--- src/hw/cpu_pkg.sv ---
// shared widths and encodings; DATA_W is fixed at 16 and the instr_u field order is the instruction encoding
package cpu_pkg;

	localparam int DATA_W    = 16;
	localparam int ADDR_W    = 8;
	localparam int REG_IDX_W = 3;
	localparam int FLAGS_W   = 3;

	// immediate takes whatever is left below type, wb, op and rd
	localparam int IMM_W = DATA_W - 2 - 1 - 2 - REG_IDX_W;

	// bit positions inside the flags word
	localparam int FLAG_Z = 2;
	localparam int FLAG_N = 1;
	localparam int FLAG_C = 0;

	typedef enum logic [1:0] {
		R_TYPE = 2'b00,
		I_TYPE = 2'b01,
		P_TYPE = 2'b10,
		J_TYPE = 2'b11
	} itype_t;

	typedef enum logic [1:0] {
		ADD = 2'b00,
		SUB = 2'b01,
		AND = 2'b10,
		XOR = 2'b11
	} alu_op_t;

	// register view: rd op= rs, loads, stores and jumps
	typedef struct packed {
		itype_t               itype;
		logic                 wb;
		alu_op_t              op;
		logic [REG_IDX_W-1:0] rd;
		logic [REG_IDX_W-1:0] rs;
		logic [IMM_W-REG_IDX_W-1:0] unused;
	} instr_reg_t;

	// immediate view: rd op= imm, imm is zero-extended
	typedef struct packed {
		itype_t               itype;
		logic                 wb;
		alu_op_t              op;
		logic [REG_IDX_W-1:0] rd;
		logic [IMM_W-1:0]     imm;
	} instr_imm_t;

	typedef union packed {
		instr_reg_t r;
		instr_imm_t i;
	} instr_u;

endpackage

--- src/hw/reg_file.sv ---
// registers clear to zero on reset; indices at or above NUM_REGS read as zero and ignore writes
`timescale 1ns/1ps

module reg_file #(
	parameter int NUM_REGS = 8
) (
	input  logic                          clk,
	input  logic                          reset,
	input  logic                          i_wen,
	input  logic [cpu_pkg::REG_IDX_W-1:0] i_wr_idx,
	input  logic [cpu_pkg::DATA_W-1:0]    i_wr_data,
	input  logic [cpu_pkg::REG_IDX_W-1:0] i_rd_idx_a,
	input  logic [cpu_pkg::REG_IDX_W-1:0] i_rd_idx_b,
	input  logic [cpu_pkg::REG_IDX_W-1:0] i_dbg_idx,
	output logic [cpu_pkg::DATA_W-1:0]    o_rd_data_a,
	output logic [cpu_pkg::DATA_W-1:0]    o_rd_data_b,
	output logic [cpu_pkg::DATA_W-1:0]    o_dbg_data
);
	import cpu_pkg::*;

	logic [DATA_W-1:0] regs [NUM_REGS];

	always_ff @(posedge clk)
	begin
		if (reset)
		begin
			for (int i = 0; i < NUM_REGS; i++)
				regs[i] <= '0;
		end
		else if (i_wen && (i_wr_idx < NUM_REGS))
			regs[i_wr_idx] <= i_wr_data;
	end

	// combinational reads, a is rd and b is rs in the core
	assign o_rd_data_a = (i_rd_idx_a < NUM_REGS) ? regs[i_rd_idx_a] : '0;
	assign o_rd_data_b = (i_rd_idx_b < NUM_REGS) ? regs[i_rd_idx_b] : '0;

	// inspection port for the testbench
	assign o_dbg_data = (i_dbg_idx < NUM_REGS) ? regs[i_dbg_idx] : '0;

endmodule

--- config.mk ---
export PLATFORM = sky130hd
export DESIGN_NAME = reg_file
export DESIGN_NICKNAME = d
export VERILOG_FILES = /design/src/hw/cpu_pkg.sv /design/src/hw/reg_file.sv
export SDC_FILE = /design/constraint.sdc
export NUM_CORES = 1
export LEC_CHECK = 0
export BUFFER_PORTS_ARGS = -buffer_cell sky130_fd_sc_hd__buf_2
export CORE_UTILIZATION = 55
export CTS_BUF_LIST = sky130_fd_sc_hd__clkbuf_8 sky130_fd_sc_hd__clkbuf_16
export DETAILED_ROUTE_END_ITERATION = 6
export GPL_TIMING_DRIVEN = 0
export PLACE_DENSITY = 0.75
export REMOVE_ABC_BUFFERS = 1
export SLEW_MARGIN = 10
export SYNTH_ARGS = -nofsm -noshare
export SYNTH_HDL_FRONTEND = slang
export SYNTH_SLANG_ARGS = --single-unit
--- constraint.sdc ---
create_clock -name clk -period 3.1 [get_ports clk]
set_input_delay 0.31 -clock clk [delete_from_list [all_inputs] [get_ports clk]]
set_output_delay 0.31 -clock clk [all_outputs]
set_load 0.01 [all_outputs]
==> summary.txt <==
Worst setup path
  – Kind of critical path: primary input to primary output
  – Worst Setup End Kind: primary output
  – Critical Path RT: between 2 and 3 ns
  – CP max FO: 32
  – Crit path launch type: primary input
  – Critical path launch point: i_rd_idx_b[0]
  – Crit path DAT: roughly 2.2 ns

Pwr
  – Clk network pwr share: around two fifths
  – Sequential Power Share: between 40% and 50%
  – P_int: about 3.6 mW
  – Leak: roughly 3.2 nW
  – Sw Share: roughly 25%
  – Post-layout total power: between 4 and 5 mW
  – Peak VDD IR: between 0.0004 and 0.0005 V
  – Psw: 1.18 mW
  – Combinational power share: between 10% and 20%
  – P per Cell Area: 520 nW/µm²

Clocking
  – Worst-path clk slew: 0.06 ns
  – CTS tree: yes
  – Clock sinks: 128
  – TritonCTS buffer count: 17
  – Max clock buf depth: 2
  – CTS root buf: clkbuf_16
  – H-tree levels: 4
  – Setup bufs post-CTS: 0
  – Hold-fix buffers, CTS: 0
  – Post_cts resized: 0

GRT
  – Pin count of the biggest net entering global routing: between 40 and 50
  – Gr ovfl total: 0
  – Total track usage: 28.2%
  – Initial antenna violation count: 1
  – Vias in the first global route: roughly 5200
  – Wire length of the first global-routing pass: 30.0 mm

Floorplan
  – Die width: around 120 µm
  – # rows: 43
  – Io pins: just under 80
  – Die area: approximately 15000 µm²
  – Core Region: about 14000 µm²
  – Die Y: 123 µm
  – Starting Density: between 50% and 60%

Synth
  – Sequential share of the synthesized area: between 40% and 50%
  – Post-synthesis cell count: about 490
  – Synthesized cell area: 8020 µm²
  – Distinct cells, synth: 19
  – Yosys warns: 0
  – Number of flops mapped to enable cells by yosys: 128
  – Async set-reset flop share out of synthesis: 0%
  – Synthesized area per cell: about 16 µm²
  – #FFs+latches synth: around 130
  – Prevailing post-synth register cell: edfxtp_1

Routing
  – Vias: roughly 5100
  – DRT antenna net count: 0
  – DRC violation count after routing: 0
  – 1st-iter DRT viols: between 400 and 500
  – DRT Pass-1 Iters: 5
  – WL/cell: around 27 µm
  – Vias per cell: 6.99
  – Routed wire length: 19.8 mm

Placement
  – Area post-placement: 8570 µm²
  – Number of instances in the placed design: ~700
  – Hpwl dp: approximately 12 mm
  – IO buf count: slightly below 80
  – Gpl congestion: 0.791

Timing
  – Worst Tran Pin Value: approximately 1.1 ns
  – Max Clk Rate: a little under 0.4 GHz
  – Hold slack final: approximately 0.35 ns
  – Final setup violation count: 0
  – Max_slew headroom: approximately 29%
  – Hold Fails Final Rpt: 0
  – Max Slew Vio Count: 0
  – RSZ-0062 raised after global routing: no
  – Fin crit share: between 80% and 90%
  – Min Clock Period, post-route: roughly 2.6 ns

Layout
  – Area grow syn2layout: 13.8%
  – Final non-filler cell total: between 700 and 800
  – Nets: approximately 570
  – Fin area: about 9100 µm²
  – Largest register FFs: between 100 and 150
  – Top Registers: regs x128
  – Top reg by flops: regs
  – Antenna Diode Count: 0
  – Share of layout cells above drive strength 1: between 30% and 40%

Job
  – Maxcap violations: 0

Min path
  – Worst hold start: i_wr_data[12]
  – Hold endpoint: regs[4][12]
  – Worst Hold Class: primary input to register
  – Worst Hold Depth: 3

Outcome
  – Outcome: complete, no violations
placed cells by master, fill, tap and decap left out:
| master | n |
|---|---|
| nand2_2 | 1 |
| or3b_4 | 1 |
| mux4_2 | 12 |
| mux2_2 | 48 |
| clkinv_4 | 1 |
| nor3_1 | 122 |
| nand2b_2 | 2 |
| o21bai_2 | 8 |
| inv_1 | 1 |
| mux4_1 | 84 |
| edfxtp_1 | 128 |
| buf_2 | 78 |
| clkbuf_16 | 17 |
| buf_6 | 1 |
| buf_16 | 2 |
| clkinv_2 | 5 |
| nand3b_1 | 1 |
| clkinv_1 | 20 |
| or2_2 | 1 |
| buf_8 | 8 |
| clkinvlp_4 | 2 |
| buf_12 | 2 |
| bufinv_16 | 2 |
| nor3_2 | 6 |
cell usage after synthesis, types with 2 or more instances:
| library cell | instances | area [µm²] |
|---|---|---|
| mux2_2 | 48 | 541 |
| mux4_1 | 84 | 2210 |
| clkbuf_2 | 3 | 15.0 |
| clkinv_1 | 16 | 60.1 |
| buf_6 | 14 | 158 |
| mux4_2 | 12 | 270 |
| o21bai_1 | 8 | 60.1 |
| nor3_1 | 122 | 611 |
| clkbuf_1 | 25 | 93.8 |
| nand2b_1 | 2 | 12.5 |
| nor3_2 | 6 | 60.1 |
| edfxtp_1 | 128 | 3840 |
| buf_1 | 13 | 48.8 |
layout make-up:
| cell class | instances | area [µm²] |
|---|---|---|
| Sequential cell | 128 | 3840 |
| Timing Repair Buffer | 91 | 617 |
| Multi-Input combinational cell | 286 | 3830 |
| Clock buffer | 17 | 425 |
| Clock inverter | 15 | 128 |
| Tap cell | 180 | 225 |
| Fill cell | 963 | 4920 |
| Inverter | 16 | 60.1 |
cells by family (layout without fill, tap and decap cells):
family,count (synthesis),count (layout),share of synthesized area [%]
DFF,128,128,47.9
AOI/OAI and AO/OA,8,8,0.749
muxes,144,144,37.6
and+or+nand+nor,134,134,8.85
buffers and inverters,73,139,4.84
how the worst max path moves through the flow:
stage / to / cells past startpoint
after floorplan: regs[2][0] / 2
after global placement: regs[2][2] / 3
after detailed placement: o_rd_data_a[7] / 4
after CTS: o_rd_data_b[6] / 4
after global routing: o_rd_data_b[6] / 4
final: o_rd_data_b[6] / 4
worst max-delay path, cell delays in order:
cell and delay [ns]:
buf_2 0.76, mux4_1 0.68, mux2_2 0.31, buf_2 0.15
layer usage:
| layer | vias up | GRT usage, % | share of wire [%] |
|---|---|---|---|
| met5 | - | 0 | 0.066 |
| met4 | 2 | 11.1 | 2.2 |
| met3 | 40 | 5.11 | 6.8 |
| met2 | 276 | 48.3 | 52 |
| met1 | 2590 | 35.7 | 39 |
| li1 | 2214 | - | - |
power groups by stage:
| stage | combinational [mW] | sequential (mW) | clock, mW |
|---|---|---|---|
| 2_1_floorplan | 0.458 | 2.09 | 0 |
| 3_3_place_gp | 0.713 | 2.11 | 0 |
| 3_5_place_dp | 0.770 | 2.13 | 0 |
| 4_1_cts | 0.776 | 2.09 | 1.88 |
| 5_1_grt | 0.822 | 2.11 | 1.96 |
| 6_report | 0.774 | 2.09 | 1.87 |
per-stage QoR:
step / setup WS [ns] / utilization [%] / setup TNS, ns
4_1_cts: 0.548 / 65.0 / 0
2_1_floorplan: -0.123 / - / -5.82
3_3_place_gp: -1.91 / 59.2 / -196.66
6_report: 0.548 / 65.0 / 0
5_1_grt: 0.489 / 65.0 / 0
3_5_place_dp: 0.569 / 61.1 / 0
(Power assumes the default switching activity.)
