==> src/hw/cpu_pkg.sv <==
// shared widths and encodings; DATA_W is fixed at 16 and the instr_u field order is the instruction encoding
package cpu_pkg;

	localparam int DATA_W    = 16;
	localparam int ADDR_W    = 8;
	localparam int REG_IDX_W = 3;
	localparam int FLAGS_W   = 3;

	// immediate takes whatever is left below type, wb, op and rd
	localparam int IMM_W = DATA_W - 2 - 1 - 2 - REG_IDX_W;

	// bit positions inside the flags word
	localparam int FLAG_Z = 2;
	localparam int FLAG_N = 1;
	localparam int FLAG_C = 0;

	typedef enum logic [1:0] {
		R_TYPE = 2'b00,
		I_TYPE = 2'b01,
		P_TYPE = 2'b10,
		J_TYPE = 2'b11
	} itype_t;

	typedef enum logic [1:0] {
		ADD = 2'b00,
		SUB = 2'b01,
		AND = 2'b10,
		XOR = 2'b11
	} alu_op_t;

	// register view: rd op= rs, loads, stores and jumps
	typedef struct packed {
		itype_t               itype;
		logic                 wb;
		alu_op_t              op;
		logic [REG_IDX_W-1:0] rd;
		logic [REG_IDX_W-1:0] rs;
		logic [IMM_W-REG_IDX_W-1:0] unused;
	} instr_reg_t;

	// immediate view: rd op= imm, imm is zero-extended
	typedef struct packed {
		itype_t               itype;
		logic                 wb;
		alu_op_t              op;
		logic [REG_IDX_W-1:0] rd;
		logic [IMM_W-1:0]     imm;
	} instr_imm_t;

	typedef union packed {
		instr_reg_t r;
		instr_imm_t i;
	} instr_u;

endpackage

==> src/hw/cpu_fsm.sv <==
// one instruction in flight; rType/iType take 3 cycles, pType 5, jType 5; reset forces all strobes low
`timescale 1ns/1ps

module cpu_fsm (
	input  logic            clk,
	input  logic            reset,
	input  cpu_pkg::itype_t i_type,
	input  logic            i_wb,
	output logic            o_ir_en,
	output logic            o_ls_pc_sel,
	output logic            o_imm_sel,
	output logic            o_reg_wen,
	output logic            o_flags_en,
	output logic            o_mem_we,
	output logic            o_mem_to_reg,
	output logic            o_link_sel,
	output logic            o_pc_en,
	output logic            o_pc_jump,
	output logic            o_retire
);
	import cpu_pkg::*;

	localparam logic [3:0] FETCH        = 4'd0;
	localparam logic [3:0] DECODE       = 4'd1;
	localparam logic [3:0] EXEC_ALU     = 4'd2;
	localparam logic [3:0] MEM_SETUP    = 4'd3;
	localparam logic [3:0] MEM_ACCESS   = 4'd4;
	localparam logic [3:0] MEM_DONE     = 4'd5;
	localparam logic [3:0] JUMP_LINK    = 4'd6;
	localparam logic [3:0] JUMP_SETTLE1 = 4'd7;
	localparam logic [3:0] JUMP_SETTLE2 = 4'd8;

	logic [3:0] state;

	always_ff @(posedge clk)
	begin
		if (reset)
			state <= FETCH;
		else
		begin
			case (state)
				FETCH:
					state <= DECODE;
				// branch on the instruction type
				DECODE:
					case (i_type)
						R_TYPE, I_TYPE: state <= EXEC_ALU;
						P_TYPE:         state <= MEM_SETUP;
						J_TYPE:         state <= JUMP_LINK;
						default:        state <= FETCH;
					endcase
				EXEC_ALU:     state <= FETCH;
				MEM_SETUP:    state <= MEM_ACCESS;
				MEM_ACCESS:   state <= MEM_DONE;
				MEM_DONE:     state <= FETCH;
				JUMP_LINK:    state <= JUMP_SETTLE1;
				JUMP_SETTLE1: state <= JUMP_SETTLE2;
				JUMP_SETTLE2: state <= FETCH;
				default:      state <= FETCH;
			endcase
		end
	end

	always_comb
	begin
		// idle values, memory addressed by the pc
		o_ir_en      = 1'b0;
		o_ls_pc_sel  = 1'b1;
		o_imm_sel    = 1'b0;
		o_reg_wen    = 1'b0;
		o_flags_en   = 1'b0;
		o_mem_we     = 1'b0;
		o_mem_to_reg = 1'b0;
		o_link_sel   = 1'b0;
		o_pc_en      = 1'b0;
		o_pc_jump    = 1'b0;
		o_retire     = 1'b0;

		case (state)
			FETCH:
				o_ir_en = 1'b1;
			DECODE:
				o_imm_sel = (i_type == I_TYPE);
			// alu result goes back to rd only when wb is set
			EXEC_ALU:
			begin
				o_imm_sel  = (i_type == I_TYPE);
				o_reg_wen  = i_wb;
				o_flags_en = 1'b1;
				o_pc_en    = 1'b1;
				o_retire   = 1'b1;
			end
			// wb=1 is a store, wb=0 a load; both held for two cycles
			MEM_SETUP, MEM_ACCESS:
			begin
				o_ls_pc_sel  = 1'b0;
				o_mem_we     = i_wb;
				o_mem_to_reg = ~i_wb;
				o_reg_wen    = ~i_wb;
			end
			MEM_DONE:
			begin
				o_pc_en  = 1'b1;
				o_retire = 1'b1;
			end
			// pc takes rs, rd takes the old pc+1 if linking
			JUMP_LINK:
			begin
				o_pc_en    = 1'b1;
				o_pc_jump  = 1'b1;
				o_link_sel = i_wb;
				o_reg_wen  = i_wb;
			end
			JUMP_SETTLE2:
				o_retire = 1'b1;
			default:
				o_ir_en = 1'b0;
		endcase

		if (reset)
		begin
			o_ir_en    = 1'b0;
			o_reg_wen  = 1'b0;
			o_flags_en = 1'b0;
			o_mem_we   = 1'b0;
			o_pc_en    = 1'b0;
			o_retire   = 1'b0;
		end
	end

endmodule

==> config.mk <==
export PLATFORM = sky130hd
export DESIGN_NAME = cpu_fsm
export DESIGN_NICKNAME = d
export VERILOG_FILES = /design/src/hw/cpu_pkg.sv /design/src/hw/cpu_fsm.sv
export SDC_FILE = /design/constraint.sdc
export NUM_CORES = 1
export LEC_CHECK = 0
export ABC_AREA = 0
export BUFFER_PORTS_ARGS = -buffer_cell sky130_fd_sc_hd__buf_2
export CAP_MARGIN = 20
export CORE_AREA = 3 3 40 42
export CTS_BUF_LIST = sky130_fd_sc_hd__clkbuf_8
export DETAILED_ROUTE_END_ITERATION = 10
export DIE_AREA = 0 0 43 45
export GPL_TIMING_DRIVEN = 0
export PLACE_DENSITY_LB_ADDON = 0.2
export SETUP_SLACK_MARGIN = 0.02
export SYNTH_ARGS = -nofsm -noshare
export SYNTH_HDL_FRONTEND = slang
export SYNTH_SLANG_ARGS = --single-unit
==> constraint.sdc <==
create_clock -name clk -period 3.5 [get_ports clk]
set_clock_uncertainty 0.2 [all_clocks]
set_input_delay 0.35 -clock clk [delete_from_list [all_inputs] [get_ports clk]]
set_output_delay 0.35 -clock clk [all_outputs]
set_load 0.05 [all_outputs]
==> results_dict.tcl <==
set metrics [dict create \
    status "completed" \
    drt_iter0_drc 10 \
    finalPower_uw 217 \
    worstPathCellList "buf_2 -> or3_1 -> a311oi_1 -> buf_2" \
    largest_reg_flops 4 \
    endpoint_kind "primary output" \
    via_per_inst 4.85 \
    portBuffers 14 \
    overflow 0 \
    synthTopCellsByCount "dfxtp_1 (4), nand2b_1 (4), nor2_1 (4), nor2b_1 (4)" \
    tightest_slew_ps 472 \
    dr.pass1.iters 4 \
    start_util 0.281 \
    setup_viol_count_final 0 \
    crit_type "register to primary output" \
    cts_setup_buffers 0 \
    hold_class "primary input to register" \
    grt_use_total 0.0899 \
    antenna_cells 0 \
    path_max_fanout 10 \
    cts_tree "built" \
    drc 0 \
    crit_family "buffers and inverters" \
    wl_met3_um 41 \
    crit_arrival_ps 1650 \
    place.gp.congestion 0.703 \
    num_rows 13 \
    p_leak_uw 0.000218 \
    pin_count 16 \
    drive_gt1_frac 0.338 \
    post-dp-hpwl_um 640 \
    critPathBufInv 2 \
    die_y_um 45 \
    seq_area_frac_synth 0.221 \
    area_growth_pct 36.0 \
    finalMaxSlewViolations 0 \
    slew_headroom 0.685 \
    syn_inst 48 \
    peakVddDrop_v 0.000248 \
    cp-start-kind "register" \
    clk_latency_ps 210 \
    via_count 388 \
    fill_cells 140 \
    top_register "state" \
    cts_hold_buf 0 \
    drt-total-wl_um 863 \
    met2_length_um 373 \
    ant_nets 0 \
    clkTransAtPathRegs_ps 30 \
    grt_max_degree 11 \
    powerDensity_nw_per_um2 442 \
    synth_edf_count 0 \
    top_layer_used "met3" \
    antenna_found_initial 0 \
    die_area_um2 1940 \
    top_regs "state x4" \
    cap_violations 0 \
    hold_viol 0 \
    grt_pass1_wl_um 1270 \
    numCtsBuffers 3 \
    die_x_um 43 \
    slowest_stage "or3_1" \
    cp.required_ps 2950 \
    synth_top_area_share 0.221 \
    fin_crit_sh 0.629 \
    htreeDepth 1 \
    wl_met1_um 448 \
    clock.fmax_mhz 454 \
    synthTopCellsByArea "dfxtp_1 (22%), nand2b_1 (6.9%), nor2b_1 (6.9%)" \
    cts_buffer_depth 2 \
    synth_area_um2 362 \
    cts-root-buf "clkbuf_8" \
    cts_resized 0 \
    period_minus_slack_ps 2200 \
    avgSynthCellArea_um2 7.53 \
    synthDistinctLibCells 27 \
    rsz0062_at_grt "false" \
    yosysTopAreaCell "dfxtp_1" \
    synth_seq_cells 4 \
    wire_per_inst_um 10.8 \
    fp.coreArea_um2 1280 \
    slowest_delay_ps 380 \
    synth_fp_nets 53 \
    final_nets 72 \
    synth_ff_type "dfxtp_1" \
    async_reset_ff_frac 0 \
    finalSetupTns_ps 0 \
    cp_common_cell "buf_2" \
    grt_pass1_vias 302 \
    clock-sinks 4 \
    yosys_warnings 0 \
]
worst min-delay path: stages:
cell       delay [ps]
buf_2             100
or3_1             100
a2111oi_1          70
final timing paths:
kind / from / end / slack, ps / cells after the start
worst max-delay path: state[2] / o_reg_wen / 1300 / 4
worst max register to register: state[2] / state[0] / 2050 / 2
worst min register to register: state[1] / state[3] / 390 / 3
worst min-delay path: i_type[0] / state[0] / 270 / 3
per-layer routing:
| metal | track usage | up-vias |
|---|---|---|
| li1 | - | 208 |
| met4 | 0.0723 | 0 |
| met2 | 0.123 | 8 |
| met1 | 0.118 | 172 |
| met5 | 0 | - |
| met3 | 0.0239 | 0 |
area by class of cell:
cell class              instances  area (um^2)  share of cell area
flip-flops and latches          4         80.1               0.163
multi-input cells              38          249               0.506
clock buffers                   3         41.3              0.0840
inverters                       1         3.75             0.00763
plain buffers                   5         28.8              0.0585
repair buffers                 14         70.1               0.142
well taps                      15         18.8              0.0382
cells by family after synthesis:
kind of cell	after synthesis	synth area share
mux	1	0.0311
compound gates	9	0.180
buf+inv	6	0.0899
flops	4	0.221
simple gates	28	0.477
power by group:
part           internal (uW)  total, uW  switching, uW
clock                   73.1       94.6           21.5
combinational           23.6       72.2           48.6
sequential              49.2       50.7           1.49
total                    146        217           71.6
cells in the final DEF, fill, tap and decap left out, types with 2 or more instances in the layout:
| master | n |
|---|---|
| nand2b_1 | 4 |
| dfxtp_1 | 4 |
| nand3b_1 | 3 |
| or3_1 | 2 |
| clkbuf_8 | 3 |
| a21oi_1 | 3 |
| nor2b_1 | 4 |
| buf_2 | 16 |
| nor2_1 | 4 |
| nor3_1 | 3 |
| nand2_1 | 2 |
stage by stage:
stage	worst slack, ps	hold WS [ps]	instances	area [um^2]	util
after floorplan	851	343	48	362	-
after global placement	1540	391	77	450	0.351
after detailed placement	1520	381	77	450	0.351
after CTS	1290	264	80	492	0.383
after global routing	1210	282	80	492	0.383
final	1300	269	80	492	0.383
(Power assumes the default switching activity.)
