<file path="src/hw/cpu_pkg.sv">
// shared widths and encodings; DATA_W is fixed at 16 and the instr_u field order is the instruction encoding
package cpu_pkg;

	localparam int DATA_W    = 16;
	localparam int ADDR_W    = 8;
	localparam int REG_IDX_W = 3;
	localparam int FLAGS_W   = 3;

	// immediate takes whatever is left below type, wb, op and rd
	localparam int IMM_W = DATA_W - 2 - 1 - 2 - REG_IDX_W;

	// bit positions inside the flags word
	localparam int FLAG_Z = 2;
	localparam int FLAG_N = 1;
	localparam int FLAG_C = 0;

	typedef enum logic [1:0] {
		R_TYPE = 2'b00,
		I_TYPE = 2'b01,
		P_TYPE = 2'b10,
		J_TYPE = 2'b11
	} itype_t;

	typedef enum logic [1:0] {
		ADD = 2'b00,
		SUB = 2'b01,
		AND = 2'b10,
		XOR = 2'b11
	} alu_op_t;

	// register view: rd op= rs, loads, stores and jumps
	typedef struct packed {
		itype_t               itype;
		logic                 wb;
		alu_op_t              op;
		logic [REG_IDX_W-1:0] rd;
		logic [REG_IDX_W-1:0] rs;
		logic [IMM_W-REG_IDX_W-1:0] unused;
	} instr_reg_t;

	// immediate view: rd op= imm, imm is zero-extended
	typedef struct packed {
		itype_t               itype;
		logic                 wb;
		alu_op_t              op;
		logic [REG_IDX_W-1:0] rd;
		logic [IMM_W-1:0]     imm;
	} instr_imm_t;

	typedef union packed {
		instr_reg_t r;
		instr_imm_t i;
	} instr_u;

endpackage

</file>
<file path="src/hw/alu.sv">
// result is combinational; flags {zero, negative, carry} update only on i_flags_en, carry is borrow on SUB
`timescale 1ns/1ps

module alu (
	input  logic                        clk,
	input  logic                        reset,
	input  cpu_pkg::alu_op_t            i_op,
	input  logic [cpu_pkg::DATA_W-1:0]  i_a,
	input  logic [cpu_pkg::DATA_W-1:0]  i_b,
	input  logic                        i_flags_en,
	output logic [cpu_pkg::DATA_W-1:0]  o_result,
	output logic [cpu_pkg::FLAGS_W-1:0] o_flags
);
	import cpu_pkg::*;

	// one extra bit keeps the carry or borrow
	logic [DATA_W:0]    wide;
	logic [FLAGS_W-1:0] flags_d;

	always_comb
	begin
		case (i_op)
			ADD:     wide = {1'b0, i_a} + {1'b0, i_b};
			SUB:     wide = {1'b0, i_a} - {1'b0, i_b};
			AND:     wide = {1'b0, i_a & i_b};
			XOR:     wide = {1'b0, i_a ^ i_b};
			default: wide = '0;
		endcase
	end

	assign o_result = wide[DATA_W-1:0];

	always_comb
	begin
		flags_d         = '0;
		flags_d[FLAG_Z] = (o_result == '0);
		flags_d[FLAG_N] = o_result[DATA_W-1];
		// logic ops leave the top bit clear, so carry reads 0
		flags_d[FLAG_C] = wide[DATA_W];
	end

	always_ff @(posedge clk)
	begin
		if (reset)
			o_flags <= '0;
		else if (i_flags_en)
			o_flags <= flags_d;
	end

endmodule

</file>
<file path="config.mk">
export PLATFORM = sky130hd
export DESIGN_NAME = alu
export DESIGN_NICKNAME = d
export VERILOG_FILES = /design/src/hw/cpu_pkg.sv /design/src/hw/alu.sv
export SDC_FILE = /design/constraint.sdc
export NUM_CORES = 1
export LEC_CHECK = 0
export BUFFER_PORTS_ARGS = -buffer_cell sky130_fd_sc_hd__buf_2
export CAP_MARGIN = 20
export CORE_MARGIN = 2
export CORE_UTILIZATION = 54
export DETAILED_ROUTE_END_ITERATION = 12
export PLACE_DENSITY = 0.82
export SLEW_MARGIN = 20
export SYNTH_ARGS = -nofsm -noshare
export SYNTH_HDL_FRONTEND = slang
export SYNTH_SLANG_ARGS = --single-unit
</file>
<file path="constraint.sdc">
create_clock -name clk -period 6.4 [get_ports clk]
set_clock_uncertainty 0.2 [all_clocks]
set_input_delay 1.6 -clock clk [delete_from_list [all_inputs] [get_ports clk]]
set_output_delay 1.6 -clock clk [all_outputs]
set_load 0.02 [all_outputs]
</file>
==> results.json, run 1 <==
{
  "outcome": "complete, no violations",
  "slowest_stage": "fa_1",
  "holdCritPathClass": "flip-flop to flip-flop",
  "worstReg2RegEnd": "o_flags[0]",
  "synthCells": 265,
  "drt_iter0_drc": 153,
  "synth-async-reset-ratio_pct": 0,
  "endpoint": "o_result[12]",
  "path_buf_inv": 3,
  "hp-start": "o_flags[2]",
  "critPathLaunchType": "input port",
  "synth_area_leaders": "ha_1 21%, nor2_1 4.8%, nand2_1 4.2%, xnor2_1 4.0%, a21oi_1 3.9%",
  "synth_compound_area_share_pct": 30.8,
  "wl_um": 5360,
  "synth_top_family_by_area": "compound AO/OA/AOI/OAI gates",
  "postRouteAntennaNets": 0,
  "yosys.area.top_type_share_pct": 21.2,
  "finalCritPeriodShare_pct": 97.2,
  "rr_worst_depth": 2,
  "start_util_pct": 57.5,
  "routedWlPerCell_um": 14.6,
  "worst_skew_pair.late_latency_ps": 240,
  "critPathMaxFanout": 5,
  "maxCapViolations": 0,
  "end_kind": "output pin",
  "largest_reg_flops": 3,
  "critPathRequiredTime_ps": 4600,
  "hold_viol": 0,
  "ys_types": 57,
  "powerDensity_nw_per_um2": 138,
  "cp_cell_sequence": "buf_2 > inv_1 > ha_1 > nand2_1 > o21ai_0 > fa_1 > and2b_1 > o2111ai_2 > a21oi_1 > o21a_1 > a2111oi_2 > a311o_1 > buf_2",
  "syn_to_final_growth_pct": 20.2,
  "grt_pass1_wl_um": 9190,
  "die_area_um2": 4110,
  "cts.repair.resized": 0,
  "io_pins": 56,
  "die_w_um": 64.1,
  "synth-seq-cells": 3,
  "internal_power_uw": 152,
  "route.detailed.drc": 0,
  "arrival_ps": 4420,
  "crit_start": "i_b[0]",
  "tightestPinTransition_ps": 392,
  "clk_pin_slew_ps": 40,
  "slew_viol_final": 0,
  "synth-simple-area-share_pct": 25.4,
  "grt_pass1_vias": 2070,
  "fmax_mhz": 161,
  "synth_edf_count": 0,
  "setup_viol": 0,
  "r2r_slack_ps": 5510,
  "regMostFlops": "o_flags",
  "clockRootBuffer": "clkbuf_4",
  "fin_nets": 394,
  "p_switching_uw": 170,
  "cts_setup_buffers": 0,
  "mappedNetlistArea_um2": 1950,
  "critical-path-top-delay-family": "compound AO/OA/AOI/OAI gates",
  "dp_hpwl_um": 4330,
  "path_depth": 13,
  "die_y_um": 64.1,
  "synth-adder-area-share_pct": 22.2,
  "dr.pass1.iters": 4,
  "htree_num_levels": 1,
  "p_sw_share_pct": 52.8,
  "fin_setup_tns_ps": 0,
  "rsz0062_at_grt": "no",
  "synth-xor-area-share_pct": 7.64,
  "ir_worst_vdd_uv": 62.2,
  "clock_path_buffers": 2,
  "cts_sinks": 3,
  "core_area_um2": 3390,
  "cpPeakStageDelay_ps": 450,
  "clkPwrFrac_pct": 11.1,
  "syn-num-nets": 336,
  "ys_warn_count": 0,
  "relSlewSlack_pct": 73.7,
  "top_regs": "o_flags x3",
  "reg2reg_from": "o_flags[0]",
  "antenna_found_initial": 0,
  "seq_power_share_pct": 6.3,
  "yosysSeqAreaShare_pct": 3.08,
  "post-route-min-period_ps": 6220,
  "p_total_uw": 322,
  "synth_top_area_cell": "ha_1",
  "path_class": "input port to output pin",
  "cts_buffers": 3,
  "vias_per_cell": 6.06,
  "p_leak_uw": 0.00111,
  "gr-total-overflow": 0,
  "cts_tree": "done",
  "layout-drive-gt1-share_pct": 25.8,
  "synthFlopType": "dfxtp_1",
  "fill_cells": 316,
  "synth_mux_area_share_pct": 5.97,
  "num_vias": 2231,
  "grt_max_degree": 20,
  "antennaDiodeCount": 0,
  "gp_congestion": 0.991,
  "cp_common_cell": "buf_2",
  "hold_buffers": 0,
  "port_buffers": 55,
  "grtUsageTotal_pct": 27.2,
  "postSynthAreaPerCell_um2": 7.36,
  "placementRows": 21,
  "power_frac_comb_pct": 82.6
}
==> cell usage in the layout (no fill, tap or decap), types with 6 or more instances in the layout <==
cell     synthesis  layout
nand3_1          6       6
buf_4            1       8
xnor2_1          9       9
o21a_1           6       6
o21ai_0         13      12
inv_1           13      13
ha_1            33      33
mux2i_1          6       6
xor2_1           8       8
buf_2            5      55
a21oi_1         15      14
nor2_1          25      25
nand2_1         22      22
==> worst register-to-register path, stage by stage, from the launching register on <==
cell and delay (ps):
dfxtp_1 310, inv_1 40, o32ai_1 240
==> cell usage after synthesis (all sizes together) (6+ instances only) <==
cell type / number
ha: 33
nand3: 6
nand2: 22
o211ai: 6
inv: 13
xor2: 8
buf: 6
o21a: 6
mux2i: 6
nor2: 25
xnor2: 9
a21oi: 15
o21ai: 14
==> worst min-delay path by stage <==
stage,end,cells after the start
2_1_floorplan,o_flags[2],2
3_3_place_gp,o_flags[2],2
3_5_place_dp,o_flags[0],2
4_1_cts,o_flags[0],2
5_1_grt,o_flags[0],2
6_report,o_flags[2],2
==> power groups by stage <==
stage / Sequential, uW / Clock [uW] / Combinational, uW
final: 20.3 / 35.7 / 266
after global routing: 20.4 / 40.0 / 294
after CTS: 20.3 / 36.7 / 259
after detailed placement: 20.6 / 0 / 257
after global placement: 20.6 / 0 / 255
after floorplan: 22.0 / 0 / 184
==> final cells by class <==
cell class	instances	area, um^2	area share (%)
clock buffers	4	26.3	1.12
inverters	13	48.8	2.08
well taps	46	57.6	2.46
repair buffers	63	335	14.3
flip-flops and latches	3	60.1	2.56
multi-input cells	239	1810	77.5
==> metrics by stage <==
step                      instances  area [um^2]  hold WS, ps  setup WS (ps)  util (%)
after floorplan                 265         1950          339           15.2         -
after global placement          364         2290          251            221      67.7
after detailed placement        364         2290          271            148      67.7
after CTS                       368         2320          277            125      68.5
after global routing            368         2340          305           3.14      69.1
final                           368         2340          272            182      69.1
==> metal layers <==
metal,track usage [%],share of wire (%)
met1,37.7,48
met2,45.8,45
met3,3.35,5.5
met4,3.80,1.1
met5,0,0
==> kinds of logic (layout without fill, tap and decap cells) <==
family | Yosys count | count (layout)
AO/OA/AOI/OAI | 81 | 81
XOR/XNOR | 17 | 17
adder cells (fa/ha/maj) | 34 | 34
buffers and inverters | 23 | 80
flip-flops | 3 | 3
multiplexers | 11 | 11
AND/OR/NAND/NOR | 96 | 96
Power figures use the tool's default switching activity.
==> inputs of run 2 (changes only) <==
Settings changed: CAP_MARGIN 20 to 40, CORE_UTILIZATION 54 to 55, CTS_BUF_LIST set to sky130_fd_sc_hd__clkbuf_8, PLACE_DENSITY 0.82 to 0.83.
==> run 2 against run 1 <==
- critical path depth grew 1
- final cell count unchanged
- total power is 5.7% higher
- critical path type unchanged
- count of clock-buffer cells in the layout is 1 lower
- die area decreased by 1.7%
- combinational power hardly changed
- final area rose by 0.48%
- routed wire length grew 3.7%
- sequential share of layout area barely moved
- core utilization rose by 0.87 points
- global-route usage grew 1.7 points
- register-to-register slack worse by 30 ps
- highest routed layer unchanged
==> results.json, run 2 (synthesized netlist as in run 1, its figures left out) <==
{
  "gp_congestion": 0.941,
  "placed_cell_area_um2": 2290,
  "io_pins": 56,
  "stdcell_count": 368,
  "largest_reg_flops": 3,
  "clk_pin_slew_ps": 40,
  "layout-drive-gt1-share_pct": 25.5,
  "core_area_um2": 3360,
  "critPathLaunchType": "input port",
  "gr-total-overflow": 0,
  "hold_viol": 0,
  "clkPwrFrac_pct": 16.4,
  "grt_max_degree": 20,
  "top_regs": "o_flags x3",
  "p_switching_uw": 172,
  "port_buffers": 55,
  "cts_tree": "done",
  "final_cell_mix": "55 x buf_2, 33 x ha_1, 25 x nor2_1, 22 x nand2_1, 14 x inv_1",
  "p_leak_uw": 0.00112,
  "num_vias": 2232,
  "route.detailed.drc": 0,
  "grt_pass1_vias": 2122,
  "maxCapViolations": 0,
  "die_y_um": 63.5,
  "worst_skew_pair.late_latency_ps": 220,
  "grtUsageTotal_pct": 28.9,
  "fin_setup_tns_ps": 0,
  "clock_path_buffers": 2,
  "routedWlPerCell_um": 15.1,
  "critPathRequiredTime_ps": 4600,
  "die_w_um": 63.5,
  "power_frac_comb_pct": 77.6,
  "grt_pass1_wl_um": 9510,
  "antennaDiodeCount": 0,
  "ir_worst_vdd_uv": 77.2,
  "fmax_mhz": 161,
  "clockRootBuffer": "clkbuf_8",
  "drt_iter0_drc": 159,
  "htree_num_levels": 1,
  "syn_to_final_growth_pct": 20.7,
  "holdCritPathClass": "flip-flop to flip-flop",
  "postRouteAntennaNets": 0,
  "start_util_pct": 58.0,
  "outcome": "complete, no violations",
  "tightestPinTransition_ps": 401,
  "fin_area_um2": 2350,
  "internal_power_uw": 169,
  "critPathMaxFanout": 6,
  "finalCritPeriodShare_pct": 96.9,
  "slew_viol_final": 0,
  "relSlewSlack_pct": 73.1,
  "regMostFlops": "o_flags",
  "cts_sinks": 3,
  "r2r_slack_ps": 5480,
  "dr.pass1.iters": 4,
  "arrival_ps": 4400,
  "fin_nets": 394,
  "seq_power_share_pct": 6.0,
  "vias_per_cell": 6.07,
  "p_sw_share_pct": 50.5,
  "placementRows": 21,
  "path_class": "input port to output pin",
  "wl_um": 5560,
  "placed_cells": 364,
  "dp_hpwl_um": 4520,
  "setup_viol": 0,
  "cts_buffers": 3,
  "powerDensity_nw_per_um2": 145,
  "post-route-min-period_ps": 6200,
  "final_common_cell": "buf_2",
  "p_total_uw": 341,
  "rsz0062_at_grt": "no",
  "antenna_found_initial": 0,
  "die_area_um2": 4040,
  "end_kind": "output pin"
}
## run 2: worst paths after layout
kind,start,end,cells after the start
worst max register to register,o_flags[0],o_flags[0],2
worst max-delay path,i_b[0],o_result[15],14
worst min-delay path,o_flags[2],o_flags[2],2
worst min register to register,o_flags[2],o_flags[2],2
## run 2: per-layer routing
metal / track usage, % / wire length, um
met1: 37.8 / 2520
met4: 10.3 / 95
met2: 49.9 / 2620
met5: 0 / 0
met3: 1.79 / 318
## run 2: through the flow
step | hold slack [ps] | worst slack (ps) | utilization, %
after global routing | 305 | 28.9 | 70.0
after floorplan | 339 | 15.2 | -
after detailed placement | 258 | 135 | 68.2
after CTS | 266 | 113 | 69.6
after global placement | 250 | 150 | 68.2
final | 263 | 199 | 70.0
## run 2: power groups by stage
stage | clock (uW) | sequential (uW) | combinational [uW]
2_1_floorplan | 0 | 22.0 | 184
3_3_place_gp | 0 | 20.5 | 253
3_5_place_dp | 0 | 20.8 | 257
4_1_cts | 56.8 | 20.5 | 259
5_1_grt | 58.6 | 20.5 | 292
6_report | 56.0 | 20.4 | 264
## run 2: timing repair
action                                  CTS  global route
gates resized for setup                   0             6
endpoints found under the setup margin    0             5
hold buffers                              0             0
buffers inserted                          0             0
## run 2: final cells by class
cell class	count	area [um^2]
Fill cell	322	1010
Timing Repair Buffer	63	335
Inverter	13	48.8
Multi-Input combinational cell	239	1810
Clock inverter	1	3.75
Tap cell	46	57.6
Sequential cell	3	60.1
Clock buffer	3	41.3
## run 2: worst max-delay path, cell delays in order
cell	delay (ps)
buf_2	140
inv_1	60
ha_1	170
nand2_1	90
nor3_2	200
nor2_1	80
xnor2_1	130
ha_1	370
nand2_1	130
a2111o_1	420
a311o_1	360
o21a_1	220
o211ai_2	230
buf_2	200
