===== src/hw/cpu_pkg.sv =====
// shared widths and encodings; DATA_W is fixed at 16 and the instr_u field order is the instruction encoding
package cpu_pkg;

	localparam int DATA_W    = 16;
	localparam int ADDR_W    = 8;
	localparam int REG_IDX_W = 3;
	localparam int FLAGS_W   = 3;

	// immediate takes whatever is left below type, wb, op and rd
	localparam int IMM_W = DATA_W - 2 - 1 - 2 - REG_IDX_W;

	// bit positions inside the flags word
	localparam int FLAG_Z = 2;
	localparam int FLAG_N = 1;
	localparam int FLAG_C = 0;

	typedef enum logic [1:0] {
		R_TYPE = 2'b00,
		I_TYPE = 2'b01,
		P_TYPE = 2'b10,
		J_TYPE = 2'b11
	} itype_t;

	typedef enum logic [1:0] {
		ADD = 2'b00,
		SUB = 2'b01,
		AND = 2'b10,
		XOR = 2'b11
	} alu_op_t;

	// register view: rd op= rs, loads, stores and jumps
	typedef struct packed {
		itype_t               itype;
		logic                 wb;
		alu_op_t              op;
		logic [REG_IDX_W-1:0] rd;
		logic [REG_IDX_W-1:0] rs;
		logic [IMM_W-REG_IDX_W-1:0] unused;
	} instr_reg_t;

	// immediate view: rd op= imm, imm is zero-extended
	typedef struct packed {
		itype_t               itype;
		logic                 wb;
		alu_op_t              op;
		logic [REG_IDX_W-1:0] rd;
		logic [IMM_W-1:0]     imm;
	} instr_imm_t;

	typedef union packed {
		instr_reg_t r;
		instr_imm_t i;
	} instr_u;

endpackage


===== src/hw/pc_unit.sv =====
// 8-bit pc wraps at 256; a smaller power-of-two memory aliases the upper addresses
`timescale 1ns/1ps

module pc_unit (
	input  logic                       clk,
	input  logic                       reset,
	input  logic                       i_pc_en,
	input  logic                       i_jump,
	input  logic [cpu_pkg::ADDR_W-1:0] i_target,
	output logic [cpu_pkg::ADDR_W-1:0] o_pc,
	output logic [cpu_pkg::ADDR_W-1:0] o_pc_plus1
);

	// also the link value for jType
	assign o_pc_plus1 = o_pc + 1'b1;

	always_ff @(posedge clk)
	begin
		if (reset)
			o_pc <= '0;
		else if (i_pc_en)
		begin
			if (i_jump)
				o_pc <= i_target;
			else
				o_pc <= o_pc_plus1;
		end
	end

endmodule


===== config.mk =====
export PLATFORM = sky130hd
export DESIGN_NAME = pc_unit
export DESIGN_NICKNAME = d
export VERILOG_FILES = /design/src/hw/cpu_pkg.sv /design/src/hw/pc_unit.sv
export SDC_FILE = /design/constraint.sdc
export NUM_CORES = 1
export LEC_CHECK = 0
export BUFFER_PORTS_ARGS = -buffer_cell sky130_fd_sc_hd__buf_2
export CAP_MARGIN = 20
export CELL_PAD_IN_SITES_DETAIL_PLACEMENT = 0
export CELL_PAD_IN_SITES_GLOBAL_PLACEMENT = 1
export CORE_AREA = 2 2 45 47
export CTS_CLUSTER_DIAMETER = 40
export CTS_CLUSTER_SIZE = 28
export DETAILED_ROUTE_END_ITERATION = 8
export DIE_AREA = 0 0 47 49
export GPL_TIMING_DRIVEN = 0
export PLACE_DENSITY = 0.88
export SETUP_SLACK_MARGIN = 0.5
export SYNTH_ARGS = -nofsm -noshare
export SYNTH_HDL_FRONTEND = slang
export SYNTH_SLANG_ARGS = --single-unit

===== constraint.sdc =====
create_clock -name clk -period 3.2 [get_ports clk]
set_input_delay 0.32 -clock clk [delete_from_list [all_inputs] [get_ports clk]]
set_output_delay 0.32 -clock clk [all_outputs]
set_load 0.05 [all_outputs]

==> results.sh, run 1 <==
export IMPL_maxCapViolCount=0
export IMPL_outcome="finished clean"
export IMPL_path_class="register to primary output"
export IMPL_core_um2=1840
export IMPL_endpoint_kind="primary output"
export IMPL_holdBufCountCts=0
export IMPL_yosys_area_share_adder=0.0226
export IMPL_drive_above_1_share=0.367
export IMPL_async_reset_ff_frac=0
export IMPL_synthMuxAreaShare=0.0361
export IMPL_finalHoldViolations=0
export IMPL_die_y_um=49
export IMPL_fin_crit_sh=0.656
export IMPL_drc_errors=0
export IMPL_synthDistinctLibCells=30
export IMPL_fmax_mhz=477
export IMPL_viasPerCell=4.81
export IMPL_slew_violations=0
export IMPL_finalPower_uw=300
export IMPL_largest_reg_flops=8
export IMPL_dpl_hpwl_um=1060
export IMPL_area_growth_syn_to_layout_pct=32.7
export IMPL_finalSetupTns_ns=0
export IMPL_overflow=0
export IMPL_arrival_ns=1.78
export IMPL_synth_compound_area_frac=0.230
export IMPL_netlist_area_um2=554
export IMPL_setup_viol=0
export IMPL_place_ws_ns=1.37
export IMPL_yosys_area_share_simple=0.239
export IMPL_synth_top_family_by_area="simple AND/OR/NAND/NOR gates"
export IMPL_clock_sinks=8
export IMPL_worstPathMaxFanout=8
export IMPL_hp_class="input pin to register"
export IMPL_initial_core_util=0.301
export IMPL_ys_ff_latch=8
export IMPL_largest_register="o_pc"
export IMPL_rsz0062_at_grt="no"
export IMPL_ioPinCount=28
export IMPL_antenna_cells=0
export IMPL_fin_nets=113
export IMPL_p_leak_nw=0.362
export IMPL_slowest_delay_ns=0.47
export IMPL_setup_slack_ns=1.10
export IMPL_clkSlewWorstSetupHoldPaths_ns=0.06
export IMPL_relSlewSlack=0.813
export IMPL_synth_nets=83
export IMPL_cts_resized=0
export IMPL_drt_pass1_iter_count=4
export IMPL_antenna_left=0
export IMPL_post_cts_buffers=0
export IMPL_cts_buffer_depth=2
export IMPL_critical_path_buf_inv_count=1
export IMPL_drtIter0Drc=17
export IMPL_syn_inst=70
export IMPL_vdd_drop_max_uv=241
export IMPL_yosys_most_used_dff="dfxtp_1"
export IMPL_die_w_um=47
export IMPL_seq_area_frac_synth=0.289
export IMPL_fin_crit_ns=2.10
export IMPL_p_per_area_nw_per_um2=408
export IMPL_critPathSlowestCell="dfxtp_1"
export IMPL_avgSynthCellArea_um2=7.92
export IMPL_cts_buffers=3
export IMPL_reg_largest_list="o_pc: 8 flops"
export IMPL_cts_tree="done"
export IMPL_die_area_um2=2300
export IMPL_port_buffers=25
export IMPL_gp_congestion=0.726
export IMPL_num_vias=601
export IMPL_crit_chain="ha_1, nand3_1, nor2_1, xor2_1, buf_2"
export IMPL_cp_start_kind="register"
export IMPL_yosys_warnings=0
export IMPL_grt_pass1_wl_um=2400
export IMPL_skew_ns=0.00653
export IMPL_clk_latency_ns=0.26
export IMPL_grt_total_usage=0.142
export IMPL_antenna_found_initial=0
export IMPL_cts_root_buf="clkbuf_4"
export IMPL_synth_edff_count=0
export IMPL_synth_xor_area_share=0.0948
export IMPL_cp_required_ns=2.88
export IMPL_grt_max_degree=11
export IMPL_cts_htree_levels=1
export IMPL_grt_pass1_vias=543
export IMPL_num_rows=16
export IMPL_crit_family="flip-flops"
export IMPL_wl_um=1460
export IMPL_routedWlPerCell_um=11.7
export IMPL_tightest_slew_ns=0.277
## power breakdown
group / internal (mW) / switching [mW] / total (mW) / leakage (nW)
clock: 0.0431 / 0.0370 / 0.0801 / 0.0138
sequential: 0.106 / 0.00943 / 0.115 / 0.0659
combinational: 0.0305 / 0.0745 / 0.105 / 0.283
total: 0.180 / 0.121 / 0.300 / 0.362
## cells by family (layout without fill, tap and decap cells)
group / after synthesis / after routing
xor gates and xnor gates: 6 / 6
AOI/OAI and AO/OA: 20 / 20
muxes: 2 / 2
buffers and inverters: 7 / 35
and+or+nand+nor: 26 / 26
DFF: 8 / 8
adders and majority gates: 1 / 1
## synth_stat cells, drive strengths merged (2+ instances only)
| master | count | share of area |
|---|---|---|
| a211oi | 2 | 0.027 |
| a21oi | 6 | 0.054 |
| a31oi | 2 | 0.023 |
| and3 | 3 | 0.036 |
| buf | 4 | 0.056 |
| dfxtp | 8 | 0.29 |
| inv | 2 | 0.014 |
| mux2i | 2 | 0.036 |
| nand2 | 7 | 0.047 |
| nand3 | 3 | 0.036 |
| nor2 | 8 | 0.054 |
| nor3 | 2 | 0.027 |
| o21ai | 4 | 0.036 |
| o31ai | 2 | 0.027 |
| xnor2 | 3 | 0.047 |
| xor2 | 3 | 0.047 |
## stage by stage
stage,instances,hold slack [ns],util,cell area (um^2)
4_1_cts,125,0.411,0.399,736
6_report,125,0.409,0.399,736
3_3_place_gp,122,0.524,0.387,713
2_1_floorplan,70,0.552,-,554
3_5_place_dp,122,0.530,0.387,713
5_1_grt,125,0.437,0.399,736
## worst paths after layout
check / startpoint / end / slack (ns) / cells after the start
worst max-delay path: o_pc[0] / o_pc_plus1[6] / 1.10 / 5
worst min-delay path: i_target[4] / o_pc[4] / 0.41 / 5
worst max register to register: o_pc[0] / o_pc[6] / 1.66 / 5
worst min register to register: o_pc[6] / o_pc[6] / 0.54 / 2
## routing by layer
metal  vias up  track usage  part of all wire  routed length [um]
met3         0       0.0444             0.064                  94
met1       273        0.192              0.45                 664
met2        23        0.219              0.48                 705
met4         0       0.0278                 0                   0
li1        305            -                 -                   -
met5         -            0                 0                   0
## tightest hold or removal path, cell delays in order
cell	delay, ns
buf_2	0.08
nand2_1	0.04
o31ai_1	0.06
a22oi_1	0.06
nor2_1	0.08
## placed cells by master, fill, tap and decap left out
master / instances
a211oi_1: 2
a21oi_1: 6
a22oi_1: 1
a2bb2oi_1: 1
a31oi_1: 2
and3_1: 2
and3_2: 1
buf_2: 26
buf_4: 2
buf_6: 1
clkbuf_4: 3
clkdlybuf4s25_2: 1
dfxtp_1: 8
ha_1: 1
inv_1: 2
mux2i_1: 2
nand2_1: 7
nand3_1: 2
nand3_2: 1
nand3b_1: 1
nor2_1: 8
nor2b_1: 1
nor3_1: 1
nor3_2: 1
nor3b_1: 1
o21ai_0: 4
o311a_1: 1
o31ai_1: 2
o41ai_1: 1
xnor2_1: 3
xor2_1: 3
## cell type report
type                       count  area, um^2
buffer                         5        41.3
multi-input combinational     55         345
fill                         203        1110
timing repair buffer          25         125
sequential                     8         160
clock buffer                   3        22.5
tap                           27        33.8
inverter                       2        7.51
No activity file was read; power rests on OpenSTA's default activity.
==> inputs of run 2 (changes only) <==
--- a/config.mk
+++ b/config.mk
@@ -9,13 +9,13 @@
 export CAP_MARGIN = 20
 export CELL_PAD_IN_SITES_DETAIL_PLACEMENT = 0
 export CELL_PAD_IN_SITES_GLOBAL_PLACEMENT = 1
-export CORE_AREA = 2 2 45 47
+export CORE_AREA = 2 2 47 49
 export CTS_CLUSTER_DIAMETER = 40
 export CTS_CLUSTER_SIZE = 28
 export DETAILED_ROUTE_END_ITERATION = 8
-export DIE_AREA = 0 0 47 49
+export DIE_AREA = 0 0 49 51
 export GPL_TIMING_DRIVEN = 0
-export PLACE_DENSITY = 0.88
+export PLACE_DENSITY = 0.82
 export SETUP_SLACK_MARGIN = 0.5
 export SYNTH_ARGS = -nofsm -noshare
 export SYNTH_HDL_FRONTEND = slang
==> constraint.sdc (replaced) <==
create_clock -name clk -period 2 [get_ports clk]
set_input_delay 0.2 -clock clk [delete_from_list [all_inputs] [get_ports clk]]
set_output_delay 0.2 -clock clk [all_outputs]
set_load 0.05 [all_outputs]
==> run 2 against run 1 <==
- core utilization is 12 points higher
- clock skew is 0.0023 ns higher
- largest power group is now combinational logic
- count of clock-buffer cells in the layout is 1 higher
==> results.sh, run 2 (same netlist as run 1, synthesis figures left out) <==
export IMPL_regToRegSetupSlack_ns=0.50
export IMPL_die_area_um2=2500
export IMPL_routedWlPerCell_um=11.9
export IMPL_drive_above_1_share=0.607
export IMPL_fin_crit_sh=0.789
export IMPL_utilization=0.516
export IMPL_finalSetupTns_ns=0
export IMPL_hp_class="input pin to register"
export IMPL_hold_end="o_pc[1]"
export IMPL_maxCapViolCount=0
export IMPL_layout_commonest_cell="buf_2"
export IMPL_clock_sinks=8
export IMPL_finalHoldViolations=0
export IMPL_stdcell_area_um2=1060
export IMPL_overflow=0
export IMPL_drc_errors=0
export IMPL_path_class="register to primary output"
export IMPL_area_growth_syn_to_layout_pct=92.1
export IMPL_rsz0062_at_grt="yes"
export IMPL_clk_latency_ns=0.26
export IMPL_die_y_um=51
export IMPL_tightest_slew_ns=0.275
export IMPL_clkSlewWorstSetupHoldPaths_ns=0.06
export IMPL_worstPathMaxFanout=6
export IMPL_grt_total_usage=0.131
export IMPL_relSlewSlack=0.814
export IMPL_wl_um=1670
export IMPL_fin_crit_ns=1.58
export IMPL_core_um2=2060
export IMPL_cts_buffers=3
export IMPL_largest_register="o_pc"
export IMPL_p_per_area_nw_per_um2=506
export IMPL_cts_htree_levels=1
export IMPL_endpoint_kind="primary output"
export IMPL_r2r_cells=7
export IMPL_arrival_ns=1.38
export IMPL_cts_tree="done"
export IMPL_ioPinCount=28
export IMPL_setup_viol=0
export IMPL_vdd_drop_max_uv=411
export IMPL_fin_cells=140
export IMPL_reg2reg_to="o_pc[6]"
export IMPL_holdCritStartpoint="i_target[1]"
export IMPL_r2r_start="o_pc[1]"
export IMPL_grt_max_degree=11
export IMPL_final_cell_mix="20 x buf_2, 15 x buf_4, 7 x nor2_1, 7 x dfxtp_4"
export IMPL_cts_buffer_depth=2
export IMPL_drt_pass1_iter_count=4
export IMPL_holdBufCountCts=0
export IMPL_fmax_mhz=633
export IMPL_antenna_left=0
export IMPL_gp_congestion=0.720
export IMPL_fin_nets=126
export IMPL_reg_largest_list="o_pc: 8 flops"
export IMPL_finalPower_uw=539
export IMPL_drtIter0Drc=24
export IMPL_slowest_delay_ns=0.39
export IMPL_worstHoldPathCells=3
export IMPL_cp_start_kind="register"
export IMPL_cts_root_buf="clkbuf_4"
export IMPL_antenna_found_initial=0
export IMPL_holdWs_ns=0.277
export IMPL_skew_ns=0.00882
export IMPL_p_leak_nw=0.500
export IMPL_dp_cells=123
export IMPL_slew_violations=0
export IMPL_num_vias=672
export IMPL_initial_core_util=0.269
export IMPL_crit_chain="ha_4, nand3_4, nor2_4, xor2_4, buf_6"
export IMPL_viasPerCell=4.80
export IMPL_place_ws_ns=0.435
export IMPL_dpl_hpwl_um=1080
export IMPL_num_rows=17
export IMPL_grt_pass1_wl_um=2530
export IMPL_port_buffers=25
export IMPL_largest_reg_flops=8
export IMPL_critPathSlowestCell="dfxtp_4"
export IMPL_place_area_um2=862
export IMPL_antenna_cells=0
export IMPL_grt_pass1_vias=554
export IMPL_outcome="finished clean"
export IMPL_setup_slack_ns=0.421
export IMPL_die_w_um=49
export IMPL_cp_required_ns=1.80
## run 2: changes by cell type in the layout (fill, tap and decap cells not counted), sizes merged
cell    previous run  this run
clkbuf             3         4
buf               29        42
## run 2: repair_timing
action                                  in CTS  in global routing
resized for setup                           14                  7
endpoints found under the setup margin       5                  7
pin swaps                                    6                  4
setup buffers                                9                  4
## run 2: area by class of cell
type	count	area (um^2)
buffer	5	45.0
clock buffer	4	26.3
fill	194	998
inverter	2	7.51
multi-input combinational	55	504
sequential	8	186
tap	28	35.0
timing repair buffer	38	260
## run 2: where the power goes
| group | internal, mW | switching, mW | total, mW | leakage, nW |
|---|---|---|---|---|
| registers | 0.166 | 0.0207 | 0.187 | 0.0707 |
| clock network | 0.0767 | 0.0628 | 0.139 | 0.0150 |
| logic | 0.0809 | 0.131 | 0.212 | 0.415 |
| total | 0.324 | 0.215 | 0.539 | 0.500 |
## run 2: worst max path at each step
stage	startpoint	endpoint	slack [ns]	depth (start not counted)
floorplan	o_pc[2]	o_pc[7]	0.43	5
global placement	o_pc[0]	o_pc_plus1[6]	0.45	5
detailed placement	o_pc[0]	o_pc_plus1[6]	0.44	5
CTS	o_pc[2]	o_pc_plus1[7]	0.36	5
global route	o_pc[1]	o_pc_plus1[6]	0.37	5
finish	o_pc[1]	o_pc_plus1[6]	0.42	5
## run 2: metal layers
layer  share of wire  GRT usage
met1            0.44      0.167
met2            0.50      0.221
met3           0.055     0.0292
met4          0.0060     0.0429
met5               0          0
## run 2: critical path, delay by kind of cell (launching register included)
family / cells / cell delay [ns]
and+or+nand+nor: 2 / 0.26
buffers and inverters: 1 / 0.17
xor gates and xnor gates: 1 / 0.15
DFF: 1 / 0.39
adders and majority gates: 1 / 0.15
==> inputs of run 3 (changes only) <==
--- a/config.mk
+++ b/config.mk
@@ -5,6 +5,7 @@
 export SDC_FILE = /design/constraint.sdc
 export NUM_CORES = 1
 export LEC_CHECK = 0
+export ABC_AREA = 1
 export BUFFER_PORTS_ARGS = -buffer_cell sky130_fd_sc_hd__buf_2
 export CAP_MARGIN = 20
 export CELL_PAD_IN_SITES_DETAIL_PLACEMENT = 0
@@ -15,7 +16,7 @@
 export DETAILED_ROUTE_END_ITERATION = 8
 export DIE_AREA = 0 0 49 51
 export GPL_TIMING_DRIVEN = 0
-export PLACE_DENSITY = 0.82
+export PLACE_DENSITY = 0.81
 export SETUP_SLACK_MARGIN = 0.5
 export SYNTH_ARGS = -nofsm -noshare
 export SYNTH_HDL_FRONTEND = slang
==> constraint.sdc (replaced) <==
create_clock -name clk -period 1.6 [get_ports clk]
set_input_delay 0.16 -clock clk [delete_from_list [all_inputs] [get_ports clk]]
set_output_delay 0.16 -clock clk [all_outputs]
set_load 0.05 [all_outputs]
==> run 3 against run 2 <==
- die area stayed put
- core utilization is 0.67 points lower
- critical endpoint is now o_pc_plus1[7]
- first-iteration DRC count is 58% lower
- power is 40% higher
- final cell count is 1.4% higher
- non-clock buffer count is 3 lower
- largest power group unchanged
- synthesized area is 6.5% lower
- hold slack worse by 0.10 ns
- global-route usage is 1.7 points higher
- highest routed layer unchanged
- combinational power is 63% higher
- largest cell class unchanged
- critical path depth is 2 higher
==> results.sh, run 3 <==
export IMPL_synth_edff_count=0
export IMPL_drtIter0Drc=10
export IMPL_fin_crit_ns=1.56
export IMPL_clk_latency_ns=0.26
export IMPL_yosys_warnings=0
export IMPL_crit_end="o_pc_plus1[7]"
export IMPL_fin_cells=142
export IMPL_arrival_ns=1.40
export IMPL_gp_congestion=0.726
export IMPL_finalHoldViolations=0
export IMPL_slew_violations=0
export IMPL_seqPwrFrac=0.313
export IMPL_viasPerCell=4.51
export IMPL_seq_area_frac_synth=0.309
export IMPL_fmax_mhz=642
export IMPL_critPathLaunch="o_pc[0]"
export IMPL_clock_sinks=8
export IMPL_synth_most_common_cell="nand2_1"
export IMPL_worstPathMaxFanout=4
export IMPL_r2r_cells=7
export IMPL_skew_ns=0.00720
export IMPL_finalSetupTns_ns=0
export IMPL_synthTopCellsByArea="dfxtp_1 31%, a21oi_1 12%, nand2_1 9.4%"
export IMPL_grt_total_usage=0.149
export IMPL_drc_errors=0
export IMPL_wl_um=1720
export IMPL_clkSlewWorstSetupHoldPaths_ns=0.06
export IMPL_ioPinCount=28
export IMPL_r2r_start="o_pc[1]"
export IMPL_reg2reg_to="o_pc[4]"
export IMPL_met3WireLength_um=110
export IMPL_cts_tree="done"
export IMPL_ys_ff_latch=8
export IMPL_yosys_most_used_dff="dfxtp_1"
export IMPL_setup_slack_ns=0.0424
export IMPL_maxCapViolCount=0
export IMPL_drive_above_1_share=0.623
export IMPL_synthDistinctLibCells=18
export IMPL_avgSynthCellArea_um2=7.19
export IMPL_dr_wl_met2_um=886
export IMPL_routedWlPerCell_um=12.1
export IMPL_p_per_area_nw_per_um2=719
export IMPL_synth_top_area_frac=0.309
export IMPL_top_layer="met4"
export IMPL_initial_core_util=0.251
export IMPL_synth_nets=85
export IMPL_layout_commonest_cell="buf_2"
export IMPL_die_w_um=49
export IMPL_largest_register="o_pc"
export IMPL_dp_cells=125
export IMPL_area_growth_syn_to_layout_pct=103
export IMPL_holdBufCountCts=0
export IMPL_overflow=0
export IMPL_syn_inst=72
export IMPL_cts_htree_levels=1
export IMPL_largest_reg_flops=8
export IMPL_grt_pass1_vias=619
export IMPL_rsz0062_at_grt="yes"
export IMPL_die_y_um=51
export IMPL_cts_buffer_depth=2
export IMPL_endpoint_kind="primary output"
export IMPL_swShare=0.400
export IMPL_num_vias=641
export IMPL_path_class="register to primary output"
export IMPL_power_switching_uw=303
export IMPL_yosys_area_top_type="dfxtp_1"
export IMPL_hp_class="input pin to register"
export IMPL_tightest_slew_ns=0.358
export IMPL_netlist_area_um2=518
export IMPL_p_leak_nw=0.453
export IMPL_outcome="finished clean"
export IMPL_fin_nets=128
export IMPL_antenna_cells=0
export IMPL_setup_viol=0
export IMPL_vdd_drop_max_uv=424
export IMPL_wl_met1_um=709
export IMPL_dpl_hpwl_um=1100
export IMPL_utilization=0.509
export IMPL_yosys_top_cells_count="13 x nand2_1, 12 x a21oi_1, 8 x dfxtp_1"
export IMPL_relSlewSlack=0.761
export IMPL_antenna_found_initial=0
export IMPL_core_um2=2060
export IMPL_antenna_left=0
export IMPL_clock_power_share=0.229
export IMPL_grt_max_degree=11
export IMPL_pwr_share_comb=0.458
export IMPL_drt_pass1_iter_count=4
export IMPL_async_reset_ff_frac=0
export IMPL_finalPower_uw=756
export IMPL_num_rows=17
export IMPL_cts_buffers=3
export IMPL_regToRegSetupSlack_ns=0.32
export IMPL_holdWs_ns=0.175
export IMPL_grt_pass1_wl_um=2830
export IMPL_port_buffers=25
export IMPL_fin_crit_sh=0.974
export IMPL_cp_required_ns=1.44
export IMPL_final_cell_mix="14 x buf_2, 11 x a21oi_1, 11 x buf_6"
export IMPL_cp_start_kind="register"
export IMPL_place_area_um2=762
export IMPL_die_area_um2=2500
export IMPL_stdcell_area_um2=1050
export IMPL_internal_power_uw=453
export IMPL_reg_largest_list="o_pc: 8 flops"
export IMPL_cts_root_buf="clkbuf_4"
export IMPL_place_ws_ns=0.193
## run 3: changes by cell type after synthesis, moves of 3 or more
cell	previous run	this run
nor2_1	8	3
nand3_1	2	5
inv_1	2	6
nand2_1	7	13
and2_1	0	3
o21ai_0	4	7
a21oi_1	6	12
xnor2_1	3	0
## run 3: cell type report
type,count,area [um^2]
multi-input combinational,56,439
fill,210,1010
clock buffer,4,26.3
tap,28,35.0
sequential,8,180
timing repair buffer,38,334
inverter,6,26.3
buffer,2,10.0
## run 3: repair_timing
action / in CTS / in global routing
pin swaps: 5 / 9
endpoints found under the setup margin: 12 / 18
buffers inserted: 7 / 6
resized for setup: 20 / 27
cloned: 0 / 0
endpoints found under the hold margin: 0 / 0
## run 3: cell families after synthesis
| group | share of synthesized area |
|---|---|
| adder cells (fa/ha/maj) | 0.0242 |
| XOR/XNOR | 0.0797 |
| AO/OA/AOI/OAI | 0.261 |
| buffers and inverters | 0.0628 |
| flip-flops | 0.309 |
| AND/OR/NAND/NOR | 0.263 |
## run 3: worst max-delay path, cell delays in order, from the launching register on
cell        delay (ns)
dfxtp_4           0.37
buf_6             0.10
clkinvlp_4        0.10
nor2_4            0.15
nand2_2           0.06
nand2_2           0.08
and2_4            0.14
buf_8             0.14
## run 3: worst min-delay path by stage
stage | cells after the start | end | from | slack, ns
2_1_floorplan | 2 | o_pc[0] | i_target[0] | 0.34
3_3_place_gp | 3 | o_pc[0] | i_target[0] | 0.43
3_5_place_dp | 3 | o_pc[0] | i_target[0] | 0.44
4_1_cts | 3 | o_pc[0] | i_target[0] | 0.17
5_1_grt | 3 | o_pc[4] | i_target[4] | 0.18
6_report | 3 | o_pc[2] | i_target[2] | 0.17
## run 3: power groups by stage
stage	clock network, mW	logic [mW]	registers, mW
after floorplan	0	0.145	0.294
after global placement	0	0.240	0.246
after detailed placement	0	0.244	0.247
after CTS	0.179	0.302	0.235
after global routing	0.191	0.367	0.240
final	0.173	0.346	0.237
## run 3: per-layer routing
metal / vias up / track usage
li1: 325 / -
met1: 294 / 0.169
met4: 0 / 0.0714
met3: 2 / 0.0439
met5: - / 0
met2: 20 / 0.256
